$ cat config.mk
export PLATFORM = sky130hd
export DESIGN_NAME = apb_port_agent
export DESIGN_NICKNAME = d
export VERILOG_FILES = /design/src/hdl/apb_bridge_pkg.sv /design/src/hdl/apb_port_agent.sv
export SDC_FILE = /design/constraint.sdc
export NUM_CORES = 1
export LEC_CHECK = 0
export ABC_AREA = 1
export BUFFER_PORTS_ARGS = -buffer_cell sky130_fd_sc_hd__buf_2
export CORE_MARGIN = 8
export CORE_UTILIZATION = 44
export CTS_BUF_LIST = sky130_fd_sc_hd__clkbuf_8
export DETAILED_ROUTE_END_ITERATION = 7
export PLACE_DENSITY_LB_ADDON = 0.08
export SETUP_SLACK_MARGIN = 0.02
export SLEW_MARGIN = 5
export SYNTH_ARGS = -nofsm -noshare
export SYNTH_HDL_FRONTEND = slang
export SYNTH_SLANG_ARGS = --single-unit
$ cat constraint.sdc
create_clock -name clk -period 3 [get_ports clk]
set_clock_uncertainty 0.05 [all_clocks]
set_input_delay 0 -clock clk [delete_from_list [all_inputs] [get_ports clk]]
set_output_delay 0 -clock clk [all_outputs]
set_load 0.03 [all_outputs]
$ cat src/hdl/apb_bridge_pkg.sv
// Shared widths for the multi-port APB bridge
// Command and response packet structs, APB request and response structs

`default_nettype none

package apb_bridge_pkg;

    // ------------------------------------------------------------
    // Widths
    // ------------------------------------------------------------
    // APB address and data
    localparam int ADDR_W   = 32;
    localparam int DATA_W   = 32;

    // One byte lane
    localparam int SYMBOL_W = 8;

    // Low address bits that APB never sees, 2 for a 32-bit bus
    localparam int ALIGN_BITS = $clog2(DATA_W / SYMBOL_W);

    // Source and destination IDs
    localparam int ID_W     = 2;

    // ------------------------------------------------------------
    // Packet side
    // ------------------------------------------------------------
    // Command packet from the network
    typedef struct packed {
        logic [ID_W-1:0]   dest_id;
        logic [ID_W-1:0]   src_id;
        logic              write;
        // Write only, no response wanted
        logic              posted;
        logic [ADDR_W-1:0] addr;
        logic [DATA_W-1:0] wdata;
    } cmd_pkt_t;

    // Response packet back to the master, IDs swapped
    typedef struct packed {
        logic [ID_W-1:0]   dest_id;
        logic [ID_W-1:0]   src_id;
        logic              write;
        // Aligned address as seen on APB
        logic [ADDR_W-1:0] addr;
        logic [DATA_W-1:0] rdata;
        logic              slverr;
    } rsp_pkt_t;

    // ------------------------------------------------------------
    // APB side
    // ------------------------------------------------------------
    // Master outputs of one port
    typedef struct packed {
        logic [ADDR_W-1:0] paddr;
        logic              psel;
        logic              penable;
        logic              pwrite;
        logic [DATA_W-1:0] pwdata;
    } apb_req_t;

    // Slave outputs of one port
    typedef struct packed {
        logic [DATA_W-1:0] prdata;
        logic              pready;
        logic              pslverr;
    } apb_rsp_t;

endpackage

`default_nettype wire

$ cat src/hdl/apb_port_agent.sv
// APB master for one port
// IDLE, SETUP, ACCESS, RESPOND state machine with wait states on pready
// Response capture and response packet build with swapped IDs

`default_nettype none

module apb_port_agent (
    input  wire                           clk,
    input  wire                           reset,

    // Command from the dispatcher
    input  wire                           port_valid,
    output logic                          port_ready,
    input  wire apb_bridge_pkg::cmd_pkt_t port_cmd,

    // APB port
    output apb_bridge_pkg::apb_req_t      apb_req,
    input  wire apb_bridge_pkg::apb_rsp_t apb_rsp,

    // Response towards the arbiter
    output logic                          rsp_valid,
    input  wire                           rsp_ready,
    output apb_bridge_pkg::rsp_pkt_t      rsp_pkt
);

    // ------------------------------------------------------------
    // State machine declaration
    // ------------------------------------------------------------
    typedef enum logic [1:0] {
        IDLE,
        SETUP,
        ACCESS,
        RESPOND
    } state_t;

    state_t state;
    state_t next_state;

    // Accepted command, held for the whole transfer
    apb_bridge_pkg::cmd_pkt_t cmd_reg;

    // Slave response, held until the arbiter takes it
    logic [apb_bridge_pkg::DATA_W-1:0] rdata_reg;
    logic                              slverr_reg;

    // Word address as APB sees it
    logic [apb_bridge_pkg::ADDR_W-1:0] aligned_addr;

    // Posted flag counts on writes only
    logic                              no_response;

    logic                              cmd_accept;
    logic                              apb_done;

    assign aligned_addr = {cmd_reg.addr[apb_bridge_pkg::ADDR_W-1:apb_bridge_pkg::ALIGN_BITS],
                           {apb_bridge_pkg::ALIGN_BITS{1'b0}}};
    assign no_response  = cmd_reg.write && cmd_reg.posted;

    // One command at a time
    assign port_ready   = (state == IDLE);
    assign cmd_accept   = port_valid && port_ready;

    // End of the access phase
    assign apb_done     = (state == ACCESS) && apb_rsp.pready;

    // ------------------------------------------------------------
    // Command and response capture
    // ------------------------------------------------------------
    always_ff @(posedge clk)
    begin
        if (cmd_accept)
        begin
            cmd_reg <= port_cmd;
        end
    end

    // Sample slave data on the last access cycle
    always_ff @(posedge clk)
    begin
        if (apb_done)
        begin
            rdata_reg  <= apb_rsp.prdata;
            slverr_reg <= apb_rsp.pslverr;
        end
    end

    // ------------------------------------------------------------
    // State machine
    // ------------------------------------------------------------
    always_ff @(posedge clk or posedge reset)
    begin
        if (reset)
        begin
            state <= IDLE;
        end
        else
        begin
            state <= next_state;
        end
    end

    always_comb
    begin
        next_state = state;
        case (state)
            IDLE:
            begin
                if (cmd_accept)
                    next_state = SETUP;
            end
            // Setup phase lasts exactly one cycle
            SETUP:
                next_state = ACCESS;
            ACCESS:
            begin
                // Wait states while pready is low
                if (apb_rsp.pready)
                    next_state = no_response ? IDLE : RESPOND;
            end
            RESPOND:
            begin
                if (rsp_ready)
                    next_state = IDLE;
            end
            default:
                next_state = IDLE;
        endcase
    end

    // ------------------------------------------------------------
    // APB outputs
    // ------------------------------------------------------------
    // Address, direction and data stay put from SETUP through ACCESS
    assign apb_req.paddr   = aligned_addr;
    assign apb_req.psel    = (state == SETUP) || (state == ACCESS);
    assign apb_req.penable = (state == ACCESS);
    assign apb_req.pwrite  = cmd_reg.write;
    assign apb_req.pwdata  = cmd_reg.wdata;

    // ------------------------------------------------------------
    // Response packet
    // ------------------------------------------------------------
    assign rsp_valid       = (state == RESPOND);

    // IDs swapped so the packet routes back to its master
    assign rsp_pkt.dest_id = cmd_reg.src_id;
    assign rsp_pkt.src_id  = cmd_reg.dest_id;
    assign rsp_pkt.write   = cmd_reg.write;
    assign rsp_pkt.addr    = aligned_addr;
    assign rsp_pkt.rdata   = rdata_reg;
    assign rsp_pkt.slverr  = slverr_reg;

endmodule

`default_nettype wire

==> impl_metrics.py, run 1 <==
metrics = {
    "outcome": {
        "failed_stage": "clock tree synthesis (4_1_cts)",
        "status": "did not finish",
        "firstError": "[ERROR RSZ-0060] Max buffer count reached.",
    },
    "synth": {
        "synth.area.mux_share_pct": 0,
        "synthesis.area_um2": 4050,
        "yosysTopAreaCell": "edfxtp_1",
        "async_reset_ff_share_pct": 1.94,
        "synth_xor_area_share_pct": 0,
        "synth_warnings": 0,
        "synthAdderAreaFrac_pct": 1.24,
        "synth_top_family_by_area": "buffers and inverters",
        "synthSimpleGateAreaFrac_pct": 2.47,
        "synthCells": 241,
        "synth-edff-count": 101,
        "synth_top_area_share_pct": 74.9,
        "synth_seq_area_share_pct": 76.2,
        "postSynthAreaPerCell_um2": 16.8,
        "synth_compound_area_share_pct": 0,
        "netlist_top_cells_area": "edfxtp_1 (75%), buf_4 (19%), dfrtp_1 (1.2%)",
        "ys_seq_elements": 103,
        "synth_cell_types": 12,
        "synth.top_cells.by_count": "buf_4 (103), edfxtp_1 (101), nand2_1 (13)",
        "synth_top_flop_cell": "edfxtp_1",
        "synth.most_common_cell": "buf_4",
    },
    "placement": {
        "gp_congestion": 0.770,
        "port_buffers": 240,
        "dp_hpwl_um": 7160,
    },
    "die": {
        "initial_core_util_pct": 44.7,
        "die_x_um": 112,
        "num_rows": 35,
        "ioPinCount": 247,
        "die_h_um": 112,
    },
    "clocking": {
        "cts-hold-fix-buffers": 103,
        "root_buffer": "clkbuf_8",
        "cts_setup_buffers": 0,
        "cts_made_buffers": 9,
        "clk_path_buf_depth": 2,
        "htree_levels": 3,
        "cts.sinks": 103,
        "cts_resized": 0,
    },
}
-- stage by stage --
stage / instances / utilization [%] / area (um2) / setup WS, ps
floorplan: 244 / - / 4060 / 224
global placement: 494 / 51.3 / 4650 / 1000
detailed placement: 494 / 51.3 / 4650 / 974
-- logic make-up after synthesis --
family                     after synthesis
adders and majority gates                4
other                                    1
buffers and inverters                  113
and+or+nand+nor                         20
DFF                                    103
==> run 2: changes to the inputs <==
--- a/config.mk
+++ b/config.mk
@@ -8,11 +8,9 @@
 export ABC_AREA = 1
 export BUFFER_PORTS_ARGS = -buffer_cell sky130_fd_sc_hd__buf_2
 export CORE_MARGIN = 8
-export CORE_UTILIZATION = 44
-export CTS_BUF_LIST = sky130_fd_sc_hd__clkbuf_8
+export CORE_UTILIZATION = 40
 export DETAILED_ROUTE_END_ITERATION = 7
-export PLACE_DENSITY_LB_ADDON = 0.08
-export SETUP_SLACK_MARGIN = 0.02
+export PLACE_DENSITY_LB_ADDON = 0.15
 export SLEW_MARGIN = 5
 export SYNTH_ARGS = -nofsm -noshare
 export SYNTH_HDL_FRONTEND = slang
==> impl_metrics.py, run 2 <==
metrics = {
    "outcome": {
        "status": "finished clean",
    },
    "synth": {
        "synth_warnings": 0,
        "synth.most_common_cell": "buf_4",
        "synth.top_cells.by_count": "buf_4 (103), edfxtp_1 (101), nand2_1 (13)",
        "synthCells": 241,
        "async_reset_ff_share_pct": 1.94,
        "postSynthAreaPerCell_um2": 16.8,
        "yosysTopAreaCell": "edfxtp_1",
        "synthesis.area_um2": 4050,
        "synth_cell_types": 12,
        "synth_top_area_share_pct": 74.9,
        "ys_seq_elements": 103,
        "synth-edff-count": 101,
        "netlist_top_cells_area": "edfxtp_1 (75%), buf_4 (19%), dfrtp_1 (1.2%)",
        "synth_top_flop_cell": "edfxtp_1",
        "synth_seq_area_share_pct": 76.2,
    },
    "clocking": {
        "clk_latency_ps": 350,
        "cts_setup_buffers": 0,
        "cts_tree": "built",
        "root_buffer": "clkbuf_8",
        "cts.clk_slew.worst_paths_ps": 90,
        "clk_path_buf_depth": 2,
        "cts.sinks": 103,
        "cts_made_buffers": 9,
        "htree_levels": 3,
    },
    "sta": {
        "period_share_pct": 59.7,
        "drv_slew": 0,
        "hold_violations": 0,
        "holdWs_ps": 30.8,
        "fin_crit_ps": 1790,
        "rsz0062_at_grt": "no",
        "setup_tns_ps": 0,
        "fmax_mhz": 558,
        "setup_viol": 0,
    },
    "global_routing": {
        "grt_pass1_vias": 2864,
        "track_usage_pct": 14.9,
        "grt_pass1_wl_um": 14900,
        "grt-ovfl-total": 0,
        "antenna_found_initial": 1,
        "grt_max_degree": 69,
    },
    "detailed_routing": {
        "wl_um": 10500,
        "ant_nets": 0,
        "drc": 0,
        "firstDrtPassIters": 4,
        "vias_per_cell": 4.07,
        "vias": 2583,
        "routedWlPerCell_um": 16.5,
        "drtIter0Drc": 48,
    },
    "die": {
        "initial_core_util_pct": 41.2,
        "ioPinCount": 247,
        "die_area_um2": 13600,
        "core_um2": 9820,
        "die_x_um": 117,
        "num_rows": 36,
        "die_h_um": 117,
    },
    "placement": {
        "dp_hpwl_um": 7260,
        "port_buffers": 240,
        "gp_congestion": 0.758,
        "dpl_cell_area_um2": 4680,
    },
    "final_layout": {
        "drive_above_1_share_pct": 52.0,
        "final_cell_mix": "buf_2 (240), dlygate4sd3_1 (105), edfxtp_1 (101), nand2_1 (13), clkbuf_8 (9)",
        "fin_area_um2": 5910,
        "syn2layout_area_growth_pct": 46.0,
        "layout.nets": 611,
        "n_fill_cell": 743,
        "final_common_cell": "buf_2",
        "largest_reg_flops": 63,
        "diodes": 0,
    },
    "power_and_ir_drop": {
        "ir_worst_vdd_v": 0.000352,
        "p_leak_nw": 2.60,
        "total_power_w": 0.00426,
        "p_per_area_nw_per_um2": 722,
    },
    "setup_path": {
        "critPathMaxStageDelay_ps": 550,
        "critPathMostFrequentCell": "nand2_1",
        "cp-end-kind": "flop",
        "r2r_slack_ps": 1210,
        "required_ps": 3190,
        "path_max_fanout": 6,
        "worstSetupStartpointType": "flop",
        "cp.arrival_ps": 1980,
        "path_class": "flop to flop",
        "crit_chain": "inv_1 -> ha_1 -> nand2_2 -> nand3_1 -> nand2_1 -> nand2_1 -> dlygate4sd3_1",
        "worst_path_dominant_cell_family": "buffers and inverters",
        "worst_path_max_delay_cell": "dlygate4sd3_1",
        "worst-path-buf-inv": 2,
    },
    "min_path": {
        "hold_path.class": "input port to flop",
    },
    "job": {
        "maxCapViolCount": 0,
    },
}
run 2: cell counts after synthesis:
No cell type changed its count.
run 2: final timing paths:
path                                   endpoint                 start  cells past startpoint
max                        state[1]$_DFFE_PP0P_  state[1]$_DFFE_PP0P_                      7
min                        state[0]$_DFFE_PP0P_            port_valid                      7
max reg2reg                state[1]$_DFFE_PP0P_  state[1]$_DFFE_PP0P_                      7
min reg2reg                state[0]$_DFFE_PP0P_  state[0]$_DFFE_PP0P_                      2
max in group asynchronous  state[0]$_DFFE_PP0P_                 reset                      4
min in group asynchronous  state[1]$_DFFE_PP0P_                 reset                      4
run 2: per-layer routing:
metal / GRT usage [%] / vias to the layer above / wire [um]
li1: - / 1229 / -
met1: 13.2 / 1176 / 3470
met2: 26.6 / 163 / 5150
met3: 8.79 / 13 / 1680
met4: 6.74 / 2 / 170
met5: 0 / - / 8
run 2: power by group:
group          total [W]  switching (W)  internal, W
Sequential       0.00199      0.0000849      0.00190
Combinational    0.00148        0.00105     0.000429
Clock           0.000802       0.000428     0.000374
run 2: final cells by class:
type                       instances  area (um2)  share of cell area, %
clock inverter                     4        48.8                  0.826
timing repair buffer             347        2280                   38.6
clock buffer                      10         128                   2.16
tap                              133         166                   2.82
sequential                       103        3080                   52.2
inverter                          10        37.5                  0.635
multi-input combinational         28         165                   2.80
run 2: kinds of logic (layout without fill, tap and decap cells):
logic type / Yosys count / after routing / synth area share (%)
DFF: 103 / 103 / 76.2
buffers and inverters: 113 / 371 / 20.0
adders and majority gates: 4 / 4 / 1.24
and+or+nand+nor: 20 / 20 / 2.47
other: 1 / 4 / 0.0926
run 2: timing repair:
item / in CTS / in global routing
hold buffers: 105 / 0
hold endpoints to repair: 104 / 0
resized for setup: 0 / 0
run 2: through the flow:
step	utilization [%]	std cells	setup slack, ps
floorplan	-	244	224
global placement	47.7	516	1380
detailed placement	47.7	516	1340
CTS	60.2	635	1210
global route	60.2	635	1100
finish	60.2	635	1210
run 2: worst reg2reg max path: cells and delay by family (launching register included):
kind | cells | cell delay (ps)
buffers and inverters | 2 | 640
DFF | 1 | 440
and+or+nand+nor | 4 | 320
adders and majority gates | 1 | 240
Power figures use the tool's default switching activity.
