[src/hdl/apb_bridge_pkg.sv]
// Shared widths for the multi-port APB bridge
// Command and response packet structs, APB request and response structs

`default_nettype none

package apb_bridge_pkg;

    // ------------------------------------------------------------
    // Widths
    // ------------------------------------------------------------
    // APB address and data
    localparam int ADDR_W   = 32;
    localparam int DATA_W   = 32;

    // One byte lane
    localparam int SYMBOL_W = 8;

    // Low address bits that APB never sees, 2 for a 32-bit bus
    localparam int ALIGN_BITS = $clog2(DATA_W / SYMBOL_W);

    // Source and destination IDs
    localparam int ID_W     = 2;

    // ------------------------------------------------------------
    // Packet side
    // ------------------------------------------------------------
    // Command packet from the network
    typedef struct packed {
        logic [ID_W-1:0]   dest_id;
        logic [ID_W-1:0]   src_id;
        logic              write;
        // Write only, no response wanted
        logic              posted;
        logic [ADDR_W-1:0] addr;
        logic [DATA_W-1:0] wdata;
    } cmd_pkt_t;

    // Response packet back to the master, IDs swapped
    typedef struct packed {
        logic [ID_W-1:0]   dest_id;
        logic [ID_W-1:0]   src_id;
        logic              write;
        // Aligned address as seen on APB
        logic [ADDR_W-1:0] addr;
        logic [DATA_W-1:0] rdata;
        logic              slverr;
    } rsp_pkt_t;

    // ------------------------------------------------------------
    // APB side
    // ------------------------------------------------------------
    // Master outputs of one port
    typedef struct packed {
        logic [ADDR_W-1:0] paddr;
        logic              psel;
        logic              penable;
        logic              pwrite;
        logic [DATA_W-1:0] pwdata;
    } apb_req_t;

    // Slave outputs of one port
    typedef struct packed {
        logic [DATA_W-1:0] prdata;
        logic              pready;
        logic              pslverr;
    } apb_rsp_t;

endpackage

`default_nettype wire

[src/hdl/cmd_dispatch.sv]
// One-entry command stage
// Routes each held packet to one port agent by its destination ID

`default_nettype none

module cmd_dispatch #(
    parameter int NUM_PORTS = 4
) (
    input  wire                       clk,
    input  wire                       reset,

    // Command stream from outside
    input  wire                       cmd_valid,
    output logic                      cmd_ready,
    input  wire apb_bridge_pkg::cmd_pkt_t cmd_pkt,

    // Towards the port agents
    output logic [NUM_PORTS-1:0]      port_valid,
    input  wire  [NUM_PORTS-1:0]      port_ready,
    output apb_bridge_pkg::cmd_pkt_t  port_cmd
);

    // ------------------------------------------------------------
    // Holding register
    // ------------------------------------------------------------
    logic                     hold_valid;
    apb_bridge_pkg::cmd_pkt_t hold_pkt;

    // Destination exists in this build
    logic                     port_present;
    // Addressed agent takes the packet this cycle
    logic                     sel_ready;
    // Held packet leaves the stage by an offer or a drop
    logic                     hold_taken;

    assign port_present = int'(hold_pkt.dest_id) < NUM_PORTS;

    // One-hot decode of dest_id that stays empty for a missing port
    always_comb
    begin
        port_valid = '0;
        for (int i = 0; i < NUM_PORTS; i++)
        begin
            port_valid[i] = hold_valid && (int'(hold_pkt.dest_id) == i);
        end
    end

    assign sel_ready  = |(port_valid & port_ready);

    // A packet for a missing port is dropped without being offered
    assign hold_taken = hold_valid && (!port_present || sel_ready);

    // Ready when empty or when refilled in the cycle it drains
    assign cmd_ready  = !hold_valid || hold_taken;

    always_ff @(posedge clk or posedge reset)
    begin
        if (reset)
        begin
            hold_valid <= 1'b0;
        end
        else if (cmd_ready)
        begin
            hold_valid <= cmd_valid;
        end
    end

    // Payload register loads on every accepted command
    always_ff @(posedge clk)
    begin
        if (cmd_valid && cmd_ready)
        begin
            hold_pkt <= cmd_pkt;
        end
    end

    // Shared by all agents and qualified by port_valid
    assign port_cmd = hold_pkt;

endmodule

`default_nettype wire

[config.mk]
export PLATFORM = sky130hd
export DESIGN_NAME = cmd_dispatch
export DESIGN_NICKNAME = d
export VERILOG_FILES = /design/src/hdl/apb_bridge_pkg.sv /design/src/hdl/cmd_dispatch.sv
export SDC_FILE = /design/constraint.sdc
export NUM_CORES = 1
export LEC_CHECK = 0
export ABC_AREA = 1
export CELL_PAD_IN_SITES_DETAIL_PLACEMENT = 2
export CELL_PAD_IN_SITES_GLOBAL_PLACEMENT = 2
export CORE_ASPECT_RATIO = 0.6
export CORE_MARGIN = 2
export CORE_UTILIZATION = 41
export CTS_CLUSTER_DIAMETER = 120
export CTS_CLUSTER_SIZE = 16
export DETAILED_ROUTE_END_ITERATION = 8
export DONT_BUFFER_PORTS = 1
export PLACE_DENSITY_LB_ADDON = 0.08
export SYNTH_ARGS = -nofsm -noshare
export SYNTH_HDL_FRONTEND = slang
export SYNTH_SLANG_ARGS = --single-unit
[constraint.sdc]
create_clock -name clk -period 9.2 [get_ports clk]
set_clock_uncertainty 0.05 [all_clocks]
set_input_delay 1.38 -clock clk [delete_from_list [all_inputs] [get_ports clk]]
set_output_delay 1.38 -clock clk [all_outputs]
set_load 0.005 [all_outputs]
==> out/metrics.yaml, run 1 <==
outcome:
  outcome: "aborted with a tool error"
  haltStage: "detailed placement (3_5_place_dp)"
  error: "[ERROR DPL-0033] detailed placement checks failed during check placement."
yosys:
  yosys.area.top_type: "edfxtp_1"
  avgSynthCellArea_um2: 23.50
  synthCells: 95
  synth.area.top_cells: "edfxtp_1, inv_1, dfrtp_1"
  synth_commonest_cells: "edfxtp_1, inv_1, nand2_1"
  synth_most_common_cell: "edfxtp_1"
  netlist.area_leader.share_pct: 94.17
  netlist_area_um2: 2232
  synth_ff_type: "edfxtp_1"
  ys_seq_elements: 71
  ys_seq_area_share_pct: 95.29
  asyncSetResetFlopFracSynth_pct: 1.408
  synth.distinct_cells: 12
  synth-edff-count: 70
  synth_nets: 172
  ys_warn_count: 0
placed_design:
  gp_congestion: 0.6610
  io_buffers: 0
  hpwl_mm: 3.541
floorplan:
  die_w_um: 99.26
  die_y_um: 61.16
  ios: 152
  rows: 20
  initial_core_util_pct: 43.30
==> logic make-up after synthesis <==
| family | after synthesis | synth area share (%) |
|---|---|---|
| flops | 71 | 95.29 |
| simple gates | 14 | 2.915 |
| buf+inv | 8 | 1.345 |
| compound gates | 2 | 0.4480 |
==> through the flow <==
stage | hold slack (ns) | instance area (um2) | worst slack, ns | cells
global placement | 0.7613 | 2333 | 5.935 | 162
floorplan | 0.6393 | 2232 | 3.623 | 95
==> run 2, diff against run 1 <==
- CELL_PAD_IN_SITES_DETAIL_PLACEMENT: 2 -> not set
- CELL_PAD_IN_SITES_GLOBAL_PLACEMENT: 2 -> not set
- CORE_ASPECT_RATIO: 0.6 -> not set
- CORE_UTILIZATION: 41 -> 40
- CTS_CLUSTER_DIAMETER: 120 -> not set
- CTS_CLUSTER_SIZE: 16 -> not set
- PLACE_DENSITY_LB_ADDON: 0.08 -> 0.15
==> run 2 against run 1 <==
The run now ends clean. Synthesized area did not move. Synthesized cell count did not move.
==> out/metrics.yaml, run 2 <==
yosys:
  yosys.area.top_type: "edfxtp_1"
  synth_ff_type: "edfxtp_1"
  synth.distinct_cells: 12
  ys_warn_count: 0
  synth_nets: 172
  synth_commonest_cells: "edfxtp_1, inv_1, nand2_1"
  asyncSetResetFlopFracSynth_pct: 1.408
  synthCells: 95
  ys_seq_elements: 71
  netlist_area_um2: 2232
  synth_most_common_cell: "edfxtp_1"
  avgSynthCellArea_um2: 23.50
  netlist.area_leader.share_pct: 94.17
  ys_seq_area_share_pct: 95.29
  synth.area.top_cells: "edfxtp_1, inv_1, dfrtp_1"
  synth-edff-count: 70
detailed_routing:
  vias: 916
  drc_errors: 0
  detail_route.wl_per_cell_um: 20.86
  drt_iter0_markers: 43
  dr.pass1.iters: 3
  antenna_left: 0
  routed_wl_mm: 3.838
  viasPerCell: 4.978
grt:
  grt_first_pass_wirelength_mm: 5.140
  antenna_found_initial: 0
  grt_max_degree: 71
  grt_usage_pct: 12.52
  first_global_vias: 934
  grt-ovfl-total: 0
clock_network:
  tritoncts: "built"
  cts_root_buffer: "clkbuf_8"
  cts_hold_buf: 0
  cts_setup_buffers: 0
  clk_latency_ns: 0.33
  numClockSinks: 71
  cts_inserted_buffers: 9
  htreeDepth: 3
  cts_buffer_depth: 2
  cts.clk_slew.worst_paths_ns: 0.07
  post_cts_resized: 0
pwr:
  ir_drop_mv: 0.1154
  clock_power_share_pct: 38.0
  totalPowerFinal_uw: 684.3
  power.density_nw_per_um2: 268.0
  swShare_pct: 20.45
  p_int_uw: 544.4
  p_comb_share_pct: 3.0
  p_seq_share_pct: 59.0
  p_switching_uw: 139.9
  cellLeakagePower_uw: 0.0008543
critical_path:
  critPathRequiredTime_ns: 7.77
  crit_type: "in2out"
  r2r_cells: 6
  path_max_fanout: 2
  cp-start-kind: "input pin"
  r2r_end: "port_cmd[55]$_DFFE_PP_"
  crit_arrival_ns: 1.85
  r2r_slack_ns: 7.08
  rr_startpoint: "port_cmd[69]$_DFFE_PP_"
  critPathCaptureType: "output port"
timing:
  final_max_slew_viol_count: 0
  setup_viol: 0
  period_needed_ns: 3.280
  tightest_slew_ns: 0.8468
  fin_crit_sh_pct: 35.65
  rsz0062_at_grt: "false"
  setup_tns_ns: 0
  finalHoldViolCount: 0
  fmax_ghz: 0.3049
  max_slew_margin_pct: 43.54
layout:
  fill_cells: 466
  nets: 184
  drive_gt1_share_pct: 16.07
  largest_reg_flops: 70
  final_common_cell: "edfxtp_1"
  fin_util_pct: 46.95
  antenna_cells: 0
  area_growth_pct: 14.41
  final_cell_mix: "edfxtp_1, clkbuf_8, inv_1, nand2_1, nor2_1"
  final_cells: 184
floorplan:
  rows: 27
  ios: 152
  dieArea_um2: 6194
  core_area_um2: 5439
  die_y_um: 78.70
  initial_core_util_pct: 41.04
  die_w_um: 78.70
worst_hold_path:
  min_path_type: "in2async"
flow_run:
  maxCapViolCount: 0
placed_design:
  hpwl_mm: 2.669
  gp_congestion: 0.6213
  io_buffers: 0
  numPlacedInstances: 168
outcome:
  outcome: "completed"
## run 2: cell counts after synthesis
Identical to the previous run, type by type.
## run 2: cells by family (layout without fill, tap and decap cells)
family / Yosys count / after routing / synth area share [%]
AND/OR/NAND/NOR: 14 / 14 / 2.915
buffers and inverters: 8 / 25 / 1.345
flip-flops: 71 / 71 / 95.29
AO/OA/AOI/OAI: 2 / 2 / 0.4480
## run 2: how the worst max path moves through the flow
stage                        from                    end
finish              port_ready[3]              cmd_ready
global route        port_ready[3]              cmd_ready
CTS                 port_ready[3]              cmd_ready
detailed placement  port_ready[3]              cmd_ready
global placement    port_ready[3]              cmd_ready
floorplan           port_ready[1]  port_cmd[0]$_DFFE_PP_
## run 2: worst max-delay path, cell delays in order
cell     delay (ns)
inv_1          0.04
o21ai_1        0.08
nor2_1         0.22
nand2_1        0.14
## run 2: per-layer routing
metal / GRT usage [%] / wire, um / part of all wire (%)
met1: 10.51 / 1301 / 34
met3: 10.68 / 586 / 15
met5: 0 / 0 / 0
met2: 18.72 / 1878 / 49
met4: 9.474 / 71 / 1.8
## run 2: layout make-up
class / count / area, um2 / share of cell area, %
Timing Repair Buffer: 1 / 7.507 / 0.2940
Tap cell: 72 / 90.09 / 3.528
Multi-Input combinational cell: 16 / 86.33 / 3.381
Inverter: 8 / 30.03 / 1.176
Clock inverter: 6 / 85.08 / 3.332
Clock buffer: 10 / 127.6 / 4.998
Sequential cell: 71 / 2127 / 83.29
## run 2: power by group through the flow
| stage | logic (uW) | registers [uW] | clock network [uW] |
|---|---|---|---|
| finish | 20.7 | 404 | 260 |
| global route | 23.4 | 407 | 283 |
| CTS | 21.3 | 405 | 268 |
| detailed placement | 21.3 | 411 | 0 |
| global placement | 19.9 | 411 | 0 |
| floorplan | 15.0 | 410 | 0 |
## run 2: stage by stage
stage                     hold WS (ns)  setup WS [ns]  area, um2
after floorplan                 0.6393          3.623       2232
after global placement          0.7401          5.936       2341
after detailed placement        0.7559          5.910       2341
after CTS                       0.7016          5.912       2554
after global routing            0.6979          5.862       2554
final                           0.7184          5.920       2554
(Power assumes the default switching activity.)
==> run 3, diff against run 2 <==
- ABC_AREA: 1 -> 0
- clock period: 9.2 -> 3.2 ns (I/O delays scaled with it)
==> run 3 against run 2 <==
Sequential power increased to 2.8 times the previous value. Synthesized cell count decreased by 12%. Worst hold slack got worse by 0.53 ns. Utilization increased by 0.39 points. Final area increased by 0.83%. Power increased to 2.8 times the previous value. Via count decreased by 4.0%. Sequential cell count unchanged. Synthesized area decreased by 0.28%. Critical path depth decreased by 2. Sequential share of layout area decreased by 0.69 points. Routed wire length decreased by 1.0%.
==> out/metrics.yaml, run 3 <==
outcome:
  outcome: "completed"
clock_network:
  clk_latency_ns: 0.32
  cts_setup_buffers: 0
  post_cts_resized: 0
  htreeDepth: 3
  cts.clk_slew.worst_paths_ns: 0.07
  cts_buffer_depth: 2
  tritoncts: "built"
  cts_root_buffer: "clkbuf_8"
  numClockSinks: 71
  cts_inserted_buffers: 9
critical_path:
  cp_slowest_stage_delay_ns: 0.49
  cp-start-kind: "register"
  critPathRequiredTime_ns: 2.67
  critPathCaptureType: "output port"
  crit_arrival_ns: 1.42
  critPathSlowestCell: "edfxtp_1"
  path_max_fanout: 7
  r2r_cells: 3
  crit_type: "reg2out"
  r2r_slack_ns: 1.29
  rr_startpoint: "port_cmd[69]$_DFFE_PP_"
  path_cells: "mux2i_1, a22oi_1"
  r2r_end: "port_cmd[69]$_DFFE_PP_"
floorplan:
  die_y_um: 78.60
  core_area_um2: 5439
  die_w_um: 78.60
  dieArea_um2: 6177
  ios: 152
  rows: 27
  initial_core_util_pct: 40.92
layout:
  drive_gt1_share_pct: 18.63
  antenna_cells: 0
  largest_reg_flops: 70
  area_growth_pct: 15.68
  final_common_cell: "edfxtp_1"
  nets: 174
  multi_input_area_um2: 108.9
  final_cell_mix: "edfxtp_1, clkbuf_8, clkinv_1"
  final_area_um2: 2575
  fill_cells: 460
  regArea_um2: 2127
  fin_util_pct: 47.34
detailed_routing:
  routed_wl_mm: 3.799
  drc_errors: 0
  antenna_left: 0
  viasPerCell: 5.052
  vias: 879
  detail_route.wl_per_cell_um: 21.83
  drt_iter0_markers: 69
  dr.pass1.iters: 3
yosys:
  netlist.area_leader.share_pct: 94.44
  ys_warn_count: 0
  synth.distinct_cells: 12
  synth.area.top_cells: "edfxtp_1, dfrtp_1, mux2i_1"
  ys_seq_elements: 71
  ys_seq_area_share_pct: 95.56
  synth_nets: 161
  synthCells: 84
  synth_most_common_cell: "edfxtp_1"
  yosys.area.top_type: "edfxtp_1"
  avgSynthCellArea_um2: 26.50
  synth_ff_type: "edfxtp_1"
  synth-edff-count: 70
  netlist_area_um2: 2226
  asyncSetResetFlopFracSynth_pct: 1.408
  synth_commonest_cells: "edfxtp_1, and2b_2, inv_1, mux2i_1"
worst_hold_path:
  whs_path_depth: 0
  whs_endpoint: "port_cmd[22]$_DFFE_PP_"
  min_path_type: "in2reg"
  hp-start: "cmd_pkt[22]"
timing:
  fmax_ghz: 0.5141
  period_needed_ns: 1.945
  finalHoldViolCount: 0
  setup_viol: 0
  rsz0062_at_grt: "false"
  fin_crit_sh_pct: 60.79
  setup_tns_ns: 0
  max_slew_margin_pct: 69.86
  setup_ws_ns: 1.255
  final_max_slew_viol_count: 0
  tightest_slew_ns: 0.4511
placed_design:
  io_buffers: 0
  hpwl_mm: 2.713
  gp_congestion: 0.6906
  dpl-instance-area_um2: 2354
  dp_worst_setup_slack_ns: 1.307
grt:
  grt_max_degree: 70
  first_global_vias: 908
  grt_usage_pct: 12.56
  antenna_found_initial: 1
  grt_first_pass_wirelength_mm: 5.223
  grt-ovfl-total: 0
pwr:
  cellLeakagePower_uw: 0.0008514
  p_switching_uw: 373.9
  totalPowerFinal_uw: 1927
  swShare_pct: 19.40
  p_comb_share_pct: 2.9
  p_seq_share_pct: 59.2
  clock_power_share_pct: 37.9
  power.density_nw_per_um2: 748.3
  ir_drop_mv: 0.3865
  p_int_uw: 1553
flow_run:
  maxCapViolCount: 0
run 3: cell types whose count changed after synthesis, sizes merged, moves of 2 or more:
| cell | delta |
|---|---|
| inv | -6 |
| nand2 | -5 |
| nor2 | -4 |
| nor3 | -3 |
| and2 | +2 |
| and2b | +2 |
| mux2i | +2 |
run 3: power by group through the flow:
stage,clock network (uW),registers [uW],logic (uW)
after global placement,0,1160,53.3
after CTS,755,1140,56.9
final,730,1140,55.5
after global routing,793,1150,61.9
after detailed placement,0,1160,55.5
after floorplan,0,1150,40.1
run 3: worst max-delay path by stage:
stage / depth (start not counted) / start / endpoint / slack, ns
final: 2 / port_cmd[69]$_DFFE_PP_ / cmd_ready / 1.25
after global routing: 2 / port_cmd[69]$_DFFE_PP_ / cmd_ready / 1.15
after CTS: 2 / port_cmd[69]$_DFFE_PP_ / cmd_ready / 1.23
after detailed placement: 3 / port_cmd[69]$_DFFE_PP_ / port_cmd[62]$_DFFE_PP_ / 1.31
after global placement: 3 / port_cmd[69]$_DFFE_PP_ / port_cmd[22]$_DFFE_PP_ / 1.36
after floorplan: 2 / port_cmd[69]$_DFFE_PP_ / port_cmd[0]$_DFFE_PP_ / 0.19
run 3: cell type report:
type | count | area share, %
tap | 72 | 3.499
sequential | 71 | 82.60
clock inverter | 7 | 3.401
timing repair buffer | 2 | 1.166
multi-input combinational | 11 | 4.227
clock buffer | 9 | 4.811
inverter | 2 | 0.2915
run 3: stage by stage:
stage / hold WS [ns] / instances
2_1_floorplan: 0.1587 / 84
3_3_place_gp: 0.1675 / 157
3_5_place_dp: 0.1723 / 157
4_1_cts: 0.1687 / 174
5_1_grt: 0.1634 / 174
6_report: 0.1924 / 174
run 3: logic make-up after synthesis:
kind of cell           after synthesis  synth area share [%]
DFF                                 71                 95.56
and+or+nand+nor                      6                 2.024
AOI/OAI and AO/OA                    3                 1.181
muxes                                2                0.8994
buffers and inverters                2                0.3374
run 3: layer usage:
metal,vias to the layer above,wire [um],global-route usage (%)
li1,363,-,-
met1,415,1190,11.59
met2,87,1935,18.46
met3,12,561,9.310
met4,2,92,10.00
met5,-,20,0
run 3: repair_timing:
action | CTS | global route
hold buffers | 1 | 0
setup endpoints to repair | 0 | 0
hold endpoints to repair | 1 | 0
run 3: critical path, delay by kind of cell, from the launching register on:
| kind | cells | cell delay, ns |
|---|---|---|
| flip-flops | 1 | 0.49 |
| multiplexers | 1 | 0.42 |
| AO/OA/AOI/OAI | 1 | 0.18 |
